File: src/common/alu_pkg.sv
// shared types for the 8-bit alu with 16-bit register-pair operations
// only the carry and zero flags exist, all other cpu flags live elsewhere
// the code field of an op is raw, each unit reads it in its own class enum
// byte-wide results keep a's hi byte in the result word

package alu_pkg;

	localparam int byte_width = 8;
	localparam int pair_width = 16;

	typedef logic [byte_width-1:0] byte_t;

	typedef struct packed
	{
		byte_t hi;
		byte_t lo;
	} pair_bytes_t;

	// one register pair, read as a word or as two bytes
	typedef union packed
	{
		logic [pair_width-1:0] word;
		pair_bytes_t part;
	} pair_u;

	typedef enum logic [1:0]
	{
		cls_arith = 2'd0,
		cls_logic = 2'd1,
		cls_shift = 2'd2,
		cls_reserved = 2'd3
	} op_class_e;

	typedef enum logic [3:0]
	{
		ar_add = 4'h0,
		ar_adc = 4'h1,
		ar_addpb = 4'h2,
		ar_addp = 4'h3,
		ar_addpsnx = 4'h4,
		ar_sub = 4'h5,
		ar_sbc = 4'h6,
		ar_subpb = 4'h7,
		ar_subp = 4'h8
	} arith_code_e;

	typedef enum logic [3:0]
	{
		lg_and = 4'h0,
		lg_orr = 4'h1,
		lg_xor = 4'h2,
		lg_inv = 4'h3,
		lg_invp = 4'h4,
		lg_neg = 4'h5,
		lg_negp = 4'h6
	} logic_code_e;

	typedef enum logic [3:0]
	{
		sh_lsl = 4'h0,
		sh_lsr = 4'h1,
		sh_asr = 4'h2,
		sh_rol = 4'h3,
		sh_ror = 4'h4,
		sh_rolc = 4'h5,
		sh_rorc = 4'h6
	} shift_code_e;

	typedef struct packed
	{
		op_class_e op_class;
		logic [3:0] code;
	} alu_op_t;

	typedef struct packed
	{
		logic z;
		logic c;
	} flags_t;

	typedef struct packed
	{
		alu_op_t op;
		pair_u a;
		pair_u b;
		flags_t flags;
	} alu_req_t;

	typedef struct packed
	{
		pair_u result;
		flags_t flags;
	} alu_res_t;

	// wide marks a 16-bit result, keep_z leaves the zero flag alone
	typedef struct packed
	{
		pair_u result;
		logic carry;
		logic wide;
		logic keep_z;
	} unit_res_t;

endpackage

File: src/alu/addsub_unit.sv
// add and subtract unit, byte and register-pair forms, purely combinational
// subtraction adds the inverted operand, so carry out means no borrow
// addpb and subpb zero-extend b's lo byte, addpsnx sign-extends it
// unknown codes return a with carry and zero untouched

`timescale 1ns/10ps

module addsub_unit
(
	input alu_pkg::alu_req_t req,
	output alu_pkg::unit_res_t res
);
	import alu_pkg::*;

	logic [pair_width-1:0] b_ext;
	logic [pair_width-1:0] b_word;
	logic sub;
	logic cin;
	logic wide;
	logic known;
	logic [pair_width:0] sum_pair;
	logic [byte_width:0] sum_byte;

	// operand shaping per code
	always_comb
	begin
		b_ext = {{byte_width{1'b0}}, req.b.part.lo};
		sub = 1'b0;
		cin = 1'b0;
		wide = 1'b0;
		known = 1'b1;
		case (arith_code_e'(req.op.code))
			ar_add: ;
			ar_adc: cin = req.flags.c;
			ar_addpb: wide = 1'b1;
			ar_addp:
			begin
				b_ext = req.b.word;
				wide = 1'b1;
			end
			ar_addpsnx:
			begin
				b_ext = {{byte_width{req.b.part.lo[byte_width-1]}}, req.b.part.lo};
				wide = 1'b1;
			end
			ar_sub:
			begin
				sub = 1'b1;
				cin = 1'b1;
			end
			ar_sbc:
			begin
				sub = 1'b1;
				cin = req.flags.c;
			end
			ar_subpb:
			begin
				sub = 1'b1;
				cin = 1'b1;
				wide = 1'b1;
			end
			ar_subp:
			begin
				b_ext = req.b.word;
				sub = 1'b1;
				cin = 1'b1;
				wide = 1'b1;
			end
			default: known = 1'b0;
		endcase
	end

	assign b_word = sub ? ~b_ext : b_ext;

	// both adders run, the width picks one
	assign sum_pair = {1'b0, req.a.word} + {1'b0, b_word} + {{pair_width{1'b0}}, cin};
	assign sum_byte = {1'b0, req.a.part.lo} + {1'b0, b_word[byte_width-1:0]}
		+ {{byte_width{1'b0}}, cin};

	always_comb
	begin
		res.result = req.a;
		res.carry = req.flags.c;
		res.wide = 1'b0;
		res.keep_z = 1'b1;
		if (known)
		begin
			res.keep_z = 1'b0;
			res.wide = wide;
			if (wide)
			begin
				{res.carry, res.result.word} = sum_pair;
			end
			else
			begin
				{res.carry, res.result.part.lo} = sum_byte;
			end
		end
	end

endmodule

File: src/alu/logic_unit.sv
// bitwise, complement and negate operations
// byte forms work on the lo bytes and keep a's hi byte
// invp and negp work on the whole pair
// carry always passes through

`timescale 1ns/10ps

module logic_unit
(
	input alu_pkg::alu_req_t req,
	output alu_pkg::unit_res_t res
);
	import alu_pkg::*;

	always_comb
	begin
		res.result = req.a;
		res.carry = req.flags.c;
		res.wide = 1'b0;
		res.keep_z = 1'b0;
		case (logic_code_e'(req.op.code))
			lg_and: res.result.part.lo = req.a.part.lo & req.b.part.lo;
			lg_orr: res.result.part.lo = req.a.part.lo | req.b.part.lo;
			lg_xor: res.result.part.lo = req.a.part.lo ^ req.b.part.lo;
			lg_inv: res.result.part.lo = ~req.a.part.lo;
			lg_invp:
			begin
				res.result.word = ~req.a.word;
				res.wide = 1'b1;
			end
			// two's complement negate
			lg_neg: res.result.part.lo = -req.a.part.lo;
			lg_negp:
			begin
				res.result.word = -req.a.word;
				res.wide = 1'b1;
			end
			// unknown code, a passes with z untouched
			default: res.keep_z = 1'b1;
		endcase
	end

endmodule

File: src/alu/shift_rotate_unit.sv
// 8-bit shifts and rotates on a's lo byte, count taken from b's lo byte
// shifts run in a 9-bit frame with carry, counts above 8 give carry 0
// rol and ror use the count modulo 8 and keep carry
// a zero count returns a with carry and zero untouched
// rolc and rorc always move one bit through carry

`timescale 1ns/10ps

module shift_rotate_unit
(
	input alu_pkg::alu_req_t req,
	output alu_pkg::unit_res_t res
);
	import alu_pkg::*;

	byte_t count;
	byte_t rot_amt;
	logic [byte_width:0] frame;
	logic [2*byte_width-1:0] rot;
	logic counted;

	assign count = req.b.part.lo;
	assign rot_amt = byte_t'(count % byte_width);

	always_comb
	begin
		frame = '0;
		rot = '0;
		counted = 1'b1;
		res.result = req.a;
		res.carry = req.flags.c;
		res.wide = 1'b0;
		res.keep_z = 1'b0;
		case (shift_code_e'(req.op.code))
			sh_lsl:
			begin
				frame = {1'b0, req.a.part.lo} << count;
				{res.carry, res.result.part.lo} = frame;
			end
			sh_lsr:
			begin
				frame = {req.a.part.lo, 1'b0} >> count;
				{res.result.part.lo, res.carry} = frame;
			end
			sh_asr:
			begin
				frame = $signed({req.a.part.lo, 1'b0}) >>> count;
				res.result.part.lo = frame[byte_width:1];
				// past 8 the carry reads 0, not the sign
				res.carry = (count > byte_t'(byte_width)) ? 1'b0 : frame[0];
			end
			sh_rol:
			begin
				rot = {req.a.part.lo, req.a.part.lo} << rot_amt;
				res.result.part.lo = rot[2*byte_width-1:byte_width];
			end
			sh_ror:
			begin
				rot = {req.a.part.lo, req.a.part.lo} >> rot_amt;
				res.result.part.lo = rot[byte_width-1:0];
			end
			sh_rolc:
			begin
				counted = 1'b0;
				{res.carry, res.result.part.lo} = {req.a.part.lo, req.flags.c};
			end
			sh_rorc:
			begin
				counted = 1'b0;
				{res.result.part.lo, res.carry} = {req.flags.c, req.a.part.lo};
			end
			default:
			begin
				counted = 1'b0;
				res.keep_z = 1'b1;
			end
		endcase

		// zero count changes nothing at all
		if (counted && count == '0)
		begin
			res.result = req.a;
			res.carry = req.flags.c;
			res.keep_z = 1'b1;
		end
	end

endmodule

File: src/alu/alu_core.sv
// alu core, picks one unit by op class and forms the flags
// the reserved class passes a through with both flags unchanged
// z is tested on the lo byte or on the word, by the unit's width
// combinational, no latency

`timescale 1ns/10ps

module alu_core
(
	input alu_pkg::alu_req_t req,
	output alu_pkg::alu_res_t res
);
	import alu_pkg::*;

	unit_res_t arith_res;
	unit_res_t logic_res;
	unit_res_t shift_res;
	unit_res_t sel;

	addsub_unit i_addsub
	(
		.req(req),
		.res(arith_res)
	);

	logic_unit i_logic
	(
		.req(req),
		.res(logic_res)
	);

	shift_rotate_unit i_shift
	(
		.req(req),
		.res(shift_res)
	);

	// class select
	always_comb
	begin
		case (req.op.op_class)
			cls_arith: sel = arith_res;
			cls_logic: sel = logic_res;
			cls_shift: sel = shift_res;
			default:
			begin
				sel.result = req.a;
				sel.carry = req.flags.c;
				sel.wide = 1'b0;
				sel.keep_z = 1'b1;
			end
		endcase
	end

	assign res.result = sel.result;
	assign res.flags.c = sel.carry;

	// zero flag
	always_comb
	begin
		if (sel.keep_z)
		begin
			res.flags.z = req.flags.z;
		end
		else if (sel.wide)
		begin
			res.flags.z = (sel.result.word == '0);
		end
		else
		begin
			res.flags.z = (sel.result.part.lo == '0);
		end
	end

endmodule

File: src/verilog/alu_stage.sv
// alu top level with one register stage on the result
// a request taken with in_valid shows on res one clk later with out_valid
// out_valid is a one-cycle pulse, res holds until the next request
// no back-pressure, one request may enter every cycle

`timescale 1ns/10ps

module alu_stage
(
	input logic clk,
	input logic rst,
	input logic in_valid,
	input alu_pkg::alu_req_t req,
	output logic out_valid,
	output alu_pkg::alu_res_t res
);
	import alu_pkg::*;

	alu_res_t core_res;

	alu_core i_core
	(
		.req(req),
		.res(core_res)
	);

	always_ff @(posedge clk)
	begin
		if (rst)
		begin
			out_valid <= 1'b0;
			res <= '0;
		end
		else
		begin
			out_valid <= in_valid;
			// only a valid request updates the result
			if (in_valid)
			begin
				res <= core_res;
			end
		end
	end

endmodule

File: config.mk
export PLATFORM = sky130hd
export DESIGN_NAME = alu_stage
export DESIGN_NICKNAME = d
export VERILOG_FILES = /design/src/common/alu_pkg.sv /design/src/alu/addsub_unit.sv /design/src/alu/logic_unit.sv /design/src/alu/shift_rotate_unit.sv /design/src/alu/alu_core.sv /design/src/verilog/alu_stage.sv
export SDC_FILE = /design/constraint.sdc
export NUM_CORES = 1
export LEC_CHECK = 0
export BUFFER_PORTS_ARGS = -buffer_cell sky130_fd_sc_hd__buf_4
export CAP_MARGIN = 25
export CORE_MARGIN = 2
export CORE_UTILIZATION = 35
export DETAILED_ROUTE_END_ITERATION = 12
export HOLD_SLACK_MARGIN = 0.08
export PLACE_DENSITY = 0.61
export SLEW_MARGIN = 10
export SYNTH_ARGS = -nofsm -noshare
export SYNTH_HDL_FRONTEND = slang
export SYNTH_SLANG_ARGS = --single-unit
File: constraint.sdc
create_clock -name clk -period 7.4 [get_ports clk]
set_clock_uncertainty 0.05 [all_clocks]
set_input_delay 0.37 -clock clk [delete_from_list [all_inputs] [get_ports clk]]
set_output_delay 0.37 -clock clk [all_outputs]
set_load 0.02 [all_outputs]
==> impl_metrics.json, run 1 <==
{
  "vdd_drop_max_v": 0.00005604,
  "cts_tree": "built",
  "dpl_cell_area_um2": 5435,
  "drive_above_1_share": 0.1578,
  "async_flop_share": 0,
  "power.density_nw_per_um2": 110.1,
  "ys.flop_type": "dfxtp_1",
  "grt_pass1_wl_um": 29750,
  "setup_viol": 0,
  "grtUsageTotal": 0.2464,
  "cts_setup_buffers": 0,
  "htreeDepth": 1,
  "wl_um": 19030,
  "ctsResizeCount": 0,
  "startpoint_type": "input pin",
  "setup_tns_ps": 0,
  "place_congestion": 1.010,
  "hold_path_class": "input pin to register",
  "io_pins": 62,
  "first_global_vias": 5331,
  "synth.distinct_cells": 92,
  "drc": 0,
  "port_buffers": 61,
  "drtAntennaViolNets": 0,
  "drv_cap": 0,
  "fill_cells": 1502,
  "regArea_um2": 380.4,
  "cp.required_ps": 7520,
  "multi_input_area_um2": 4248,
  "cp-end-kind": "register",
  "synth_most_common_cell": "nor2_1",
  "rows": 43,
  "start_util": 0.3600,
  "drt_iter0_drc": 866,
  "ys_ff_latch": 19,
  "stdcell_area_um2": 5515,
  "cts.clk_slew.worst_paths_ps": 50,
  "timing_hold_violations_final": 0,
  "syn_nets": 780,
  "dr_total_vias": 5821,
  "design.core.area_um2": 13990,
  "diodes": 0,
  "synth-edff-count": 0,
  "synthCells": 703,
  "clk-insertion-delay-late_ps": 250,
  "ys_seq_area_frac": 0.07553,
  "cts_hold_buf": 0,
  "synth.avg_cell_area_um2": 7.164,
  "ys_top_cells_by_count": "nor2_1, a21oi_1, nand2_1, o21ai_0, ha_1",
  "clockRootBuffer": "clkbuf_16",
  "synth_top_cells_by_area": "ha_1, dfxtp_1, nor2_1, a21oi_1, mux2i_1",
  "dp_hpwl_um": 13770,
  "drt-vias-per-instance": 6.497,
  "synth_top_area_share": 0.07950,
  "synth_area_um2": 5036,
  "grt_overflow": 0,
  "cts.sinks": 19,
  "critPathKind": "input pin to register",
  "outcome": "completed",
  "antenna_found_initial": 0,
  "die_w_um": 124.0,
  "grt_max_degree": 47,
  "rsz0062_at_grt": "no",
  "fmax_mhz": 212.5,
  "period_share": 0.6361,
  "drt-pass1-iter-count": 7,
  "critPathMaxFanout": 46,
  "cts_inserted_buffers": 3,
  "avgRoutedWirePerCell_um": 21.24,
  "min_period_ps": 4707,
  "yosysTopAreaCell": "ha_1",
  "yosysWarnings": 0,
  "die-area_um2": 15360,
  "max_stage_delay_ps": 580,
  "path_cells": "buf_4, nor2_1, nand3_1, o21ai_1, xnor2_1, fa_1, inv_1, fa_1, nand2b_1, a21oi_1, o211ai_1, a41oi_1, nor2_1, o41a_1, a211oi_1, nand4_1, a22oi_1",
  "drv_slew": 0,
  "leakage_nw": 2.135,
  "slew_headroom": 0.3518,
  "arrival_ps": 4830,
  "cts_buffer_depth": 2,
  "cp_slowest_cell": "o21ai_1",
  "die_h_um": 124.0,
  "tightestPinTransition_ps": 969.8,
  "area_growth_syn_to_layout_pct": 9.516,
  "nets": 794
}
==> final cells by class <==
class	count	area share
tap	180	0.04083
multi-input combinational	601	0.7702
timing repair buffer	63	0.08575
inverter	29	0.01974
clock inverter	1	0.0009074
clock buffer	3	0.01361
sequential	19	0.06897
==> stage by stage <==
step                power [mW]  instances    util  hold WS, ps  setup WS [ps]
global route            0.6473        896  0.3943        413.0           2343
CTS                     0.6025        896  0.3943        376.7           2752
detailed placement      0.4924        892  0.3886        430.1           2515
floorplan               0.3838        703       -        494.8           3231
global placement        0.4911        892  0.3886        424.8           2607
finish                  0.6073        896  0.3943        379.5           2693
==> worst max-delay path: cells and delay by family <==
family / cells / cell delay (ps)
buf+inv: 2 / 320
compound gates: 7 / 2180
xor+xnor: 1 / 230
simple gates: 5 / 1070
fa+ha+maj: 2 / 630
==> cell families after synthesis <==
| family | Yosys count | share of synthesized area |
|---|---|---|
| adders and majority gates | 35 | 0.08944 |
| buffers and inverters | 83 | 0.08100 |
| DFF | 19 | 0.07553 |
| AOI/OAI and AO/OA | 258 | 0.3518 |
| xor gates and xnor gates | 18 | 0.03130 |
| and+or+nand+nor | 243 | 0.2485 |
| muxes | 47 | 0.1225 |
==> flip-flops by register name, indices dropped and copies added (netlist names) <==
name,count
out_valid,1
res,18
==> where the power goes <==
group / total [mW] / internal [mW] / switching [mW]
clock network: 0.108 / 0.0723 / 0.0358
logic: 0.384 / 0.147 / 0.237
registers: 0.115 / 0.111 / 0.00424
==> cells in the final DEF (no fill, tap or decap), types with 3 or more instances in the layout <==
master	n
a211oi_1	24
a21boi_0	4
a21o_1	11
a21oi_1	61
a221oi_1	6
a22oi_1	7
a311oi_1	3
a31oi_1	13
a32o_1	3
a41oi_1	6
and2_1	4
and3_1	6
buf_4	63
clkbuf_16	3
dfxtp_1	19
ha_1	32
inv_1	27
mux2_2	7
mux2i_1	29
mux4_2	10
nand2_1	48
nand2b_1	11
nand3_1	20
nand4_1	3
nor2_1	84
nor2b_1	8
nor3_1	18
nor4_1	7
o211ai_1	9
o21a_1	7
o21ai_0	33
o21ai_1	5
o221ai_1	3
o22ai_1	23
o31ai_1	8
or3_1	6
xnor2_1	11
xor2_1	7
==> layer usage <==
layer,track usage,part of all wire,up-vias
met5,0,0,-
met4,0.06812,0.025,0
met3,0.04121,0.12,45
met2,0.3668,0.42,370
met1,0.3638,0.44,2696
li1,-,-,2710
==> final timing paths <==
kind | from | to | slack, ps | cells past startpoint
worst min-delay path | rst | out_valid | 380 | 2
worst min register to register | res[10] | res[10] | 430 | 2
worst max-delay path | req[35] | res[1] | 2690 | 17
worst max register to register | res[1] | res[1] | 6410 | 5
No activity file was read; power rests on OpenSTA's default activity.
==> run 2: changes to the inputs <==
--- a/config.mk
+++ b/config.mk
@@ -11,7 +11,7 @@
 export CORE_UTILIZATION = 35
 export DETAILED_ROUTE_END_ITERATION = 12
 export HOLD_SLACK_MARGIN = 0.08
-export PLACE_DENSITY = 0.61
+export PLACE_DENSITY = 0.63
 export SLEW_MARGIN = 10
 export SYNTH_ARGS = -nofsm -noshare
 export SYNTH_HDL_FRONTEND = slang
==> constraint.sdc (replaced) <==
create_clock -name clk -period 4.3 [get_ports clk]
set_clock_uncertainty 0.05 [all_clocks]
set_input_delay 0.215 -clock clk [delete_from_list [all_inputs] [get_ports clk]]
set_output_delay 0.215 -clock clk [all_outputs]
set_load 0.02 [all_outputs]
==> run 2 against run 1 <==
Critical path depth down 1. Sequential share of layout area down 0.17 points. Worst hold slack worse by 140 ps. Clock-buffer cell count up 1. Register-to-register slack worse by 3100 ps. Global-route usage up 0.26 points. Non-clock buffer count up 19. Total power up 74%. Combinational power up 76%. Wire length up 1.5%. Die area unchanged. Clock power up 72%.
==> impl_metrics.json, run 2 (synthesis gave the netlist of run 1 again) <==
{
  "cts_tree": "built",
  "path_delay_family": "compound AO/OA/AOI/OAI gates",
  "drt_iter0_drc": 747,
  "r2r-end": "res[1]",
  "io_pins": 62,
  "cts.sinks": 19,
  "timing_hold_violations_final": 0,
  "area_growth_syn_to_layout_pct": 12.32,
  "largest_reg_flops": 18,
  "cp.required_ps": 4420,
  "mostFrequentLayoutCell": "nor2_1",
  "min_period_ps": 3637,
  "drv_slew": 0,
  "first_global_vias": 5426,
  "dp_hpwl_um": 14200,
  "tightestPinTransition_ps": 826.1,
  "avgRoutedWirePerCell_um": 21.11,
  "r2r.worst_path.cells": 5,
  "pre_cts_ws_ps": 431.2,
  "max_stage_delay_ps": 420,
  "stdcell_area_um2": 5657,
  "wl_um": 19320,
  "reg2reg_slack_ps": 3280,
  "path_buf_inv": 3,
  "fmax_mhz": 275.0,
  "cts_buffer_depth": 2,
  "design.core.area_um2": 13990,
  "clockRootBuffer": "clkbuf_16",
  "layout_setup_ws_ps": 663.2,
  "outcome": "completed",
  "worstHoldStart": "rst",
  "drive_above_1_share": 0.1782,
  "cts_inserted_buffers": 3,
  "setup_tns_ps": 0,
  "clk-insertion-delay-late_ps": 250,
  "critPathKind": "input pin to register",
  "design_power_total_mw": 1.059,
  "hold_end": "out_valid",
  "die-area_um2": 15360,
  "final_util": 0.4044,
  "rsz0062_at_grt": "no",
  "hold_path_class": "input pin to register",
  "place_congestion": 1.007,
  "cts_hold_buf": 0,
  "setup_viol": 0,
  "cp_slowest_cell": "fa_1",
  "leakage_nw": 2.225,
  "diodes": 0,
  "die_h_um": 124.0,
  "port_buffers": 61,
  "fill_cells": 1517,
  "slew_headroom": 0.4476,
  "critPathMaxFanout": 15,
  "power.density_nw_per_um2": 187.2,
  "drtAntennaViolNets": 0,
  "grt_pass1_wl_um": 30190,
  "path_cells": "buf_4, o21ai_1, o21ai_1, buf_4, xnor2_1, inv_1, fa_1, nand2b_1, a21oi_1, o211ai_1, a41oi_1, nor2_1, o41a_1, a211oi_1, nand4_1, a22oi_1",
  "startpoint_type": "input pin",
  "dr_total_vias": 5902,
  "final_cell_mix": "nor2_1, buf_4, a21oi_1",
  "grtUsageTotal": 0.2490,
  "reg_top3": "res x18, out_valid x1",
  "start_util": 0.3600,
  "nets": 813,
  "drt-pass1-iter-count": 6,
  "rr_startpoint": "res[1]",
  "antenna_found_initial": 0,
  "arrival_ps": 3760,
  "vdd_drop_max_v": 0.00009869,
  "die_w_um": 124.0,
  "drc": 0,
  "grt_max_degree": 41,
  "cp-end-kind": "register",
  "cts_setup_buffers": 0,
  "drt-vias-per-instance": 6.450,
  "period_share": 0.8458,
  "drv_cap": 0,
  "rows": 43,
  "htreeDepth": 1,
  "ctsResizeCount": 0,
  "cts.clk_slew.worst_paths_ps": 50,
  "regMostFlops": "res",
  "dpl_cell_area_um2": 5578,
  "whs_path_depth": 2,
  "grt_overflow": 0
}
-- run 2: final cells by class --
| class | instances | area [um2] | area share |
|---|---|---|---|
| clock buffer | 4 | 78.83 | 0.01393 |
| inverter | 29 | 108.9 | 0.01924 |
| multi-input combinational | 601 | 4248 | 0.7509 |
| sequential | 19 | 380.4 | 0.06724 |
| tap | 180 | 225.2 | 0.03981 |
| timing repair buffer | 82 | 615.6 | 0.1088 |
-- run 2: how the worst max path moves through the flow --
| stage | from | end | slack [ps] | cells after the start |
|---|---|---|---|---|
| 3_3_place_gp | req[34] | res[1] | 510 | 16 |
| 5_1_grt | req[34] | res[1] | 400 | 16 |
| 4_1_cts | req[34] | res[1] | 690 | 16 |
| 2_1_floorplan | req[36] | res[1] | 290 | 18 |
| 3_5_place_dp | req[34] | res[1] | 430 | 16 |
| 6_report | req[34] | res[1] | 660 | 16 |
-- run 2: power breakdown --
group | switching, mW | internal, mW | total [mW]
sequential | 0.00729 | 0.191 | 0.198
combinational | 0.411 | 0.264 | 0.676
clock | 0.0597 | 0.126 | 0.186
total | 0.478 | 0.581 | 1.06
-- run 2: routing by layer --
layer / part of all wire / GRT usage / vias up
met2: 0.42 / 0.3753 / 407
met5: 0 / 0 / -
met4: 0.026 / 0.06952 / 0
li1: - / - / 2745
met3: 0.11 / 0.02747 / 49
met1: 0.44 / 0.3722 / 2701
-- run 2: worst register-to-register path: stages (launching register included) --
cell and delay, ps:
dfxtp_1 330, inv_1 40, o21ai_0 140, nand2_1 100
nor2b_1 130, a22oi_1 150
-- run 2: stage by stage --
step,hold WS (ps),cells
2_1_floorplan,339.8,703
3_3_place_gp,424.2,911
3_5_place_dp,428.5,911
4_1_cts,240.4,915
5_1_grt,252.7,915
6_report,238.4,915
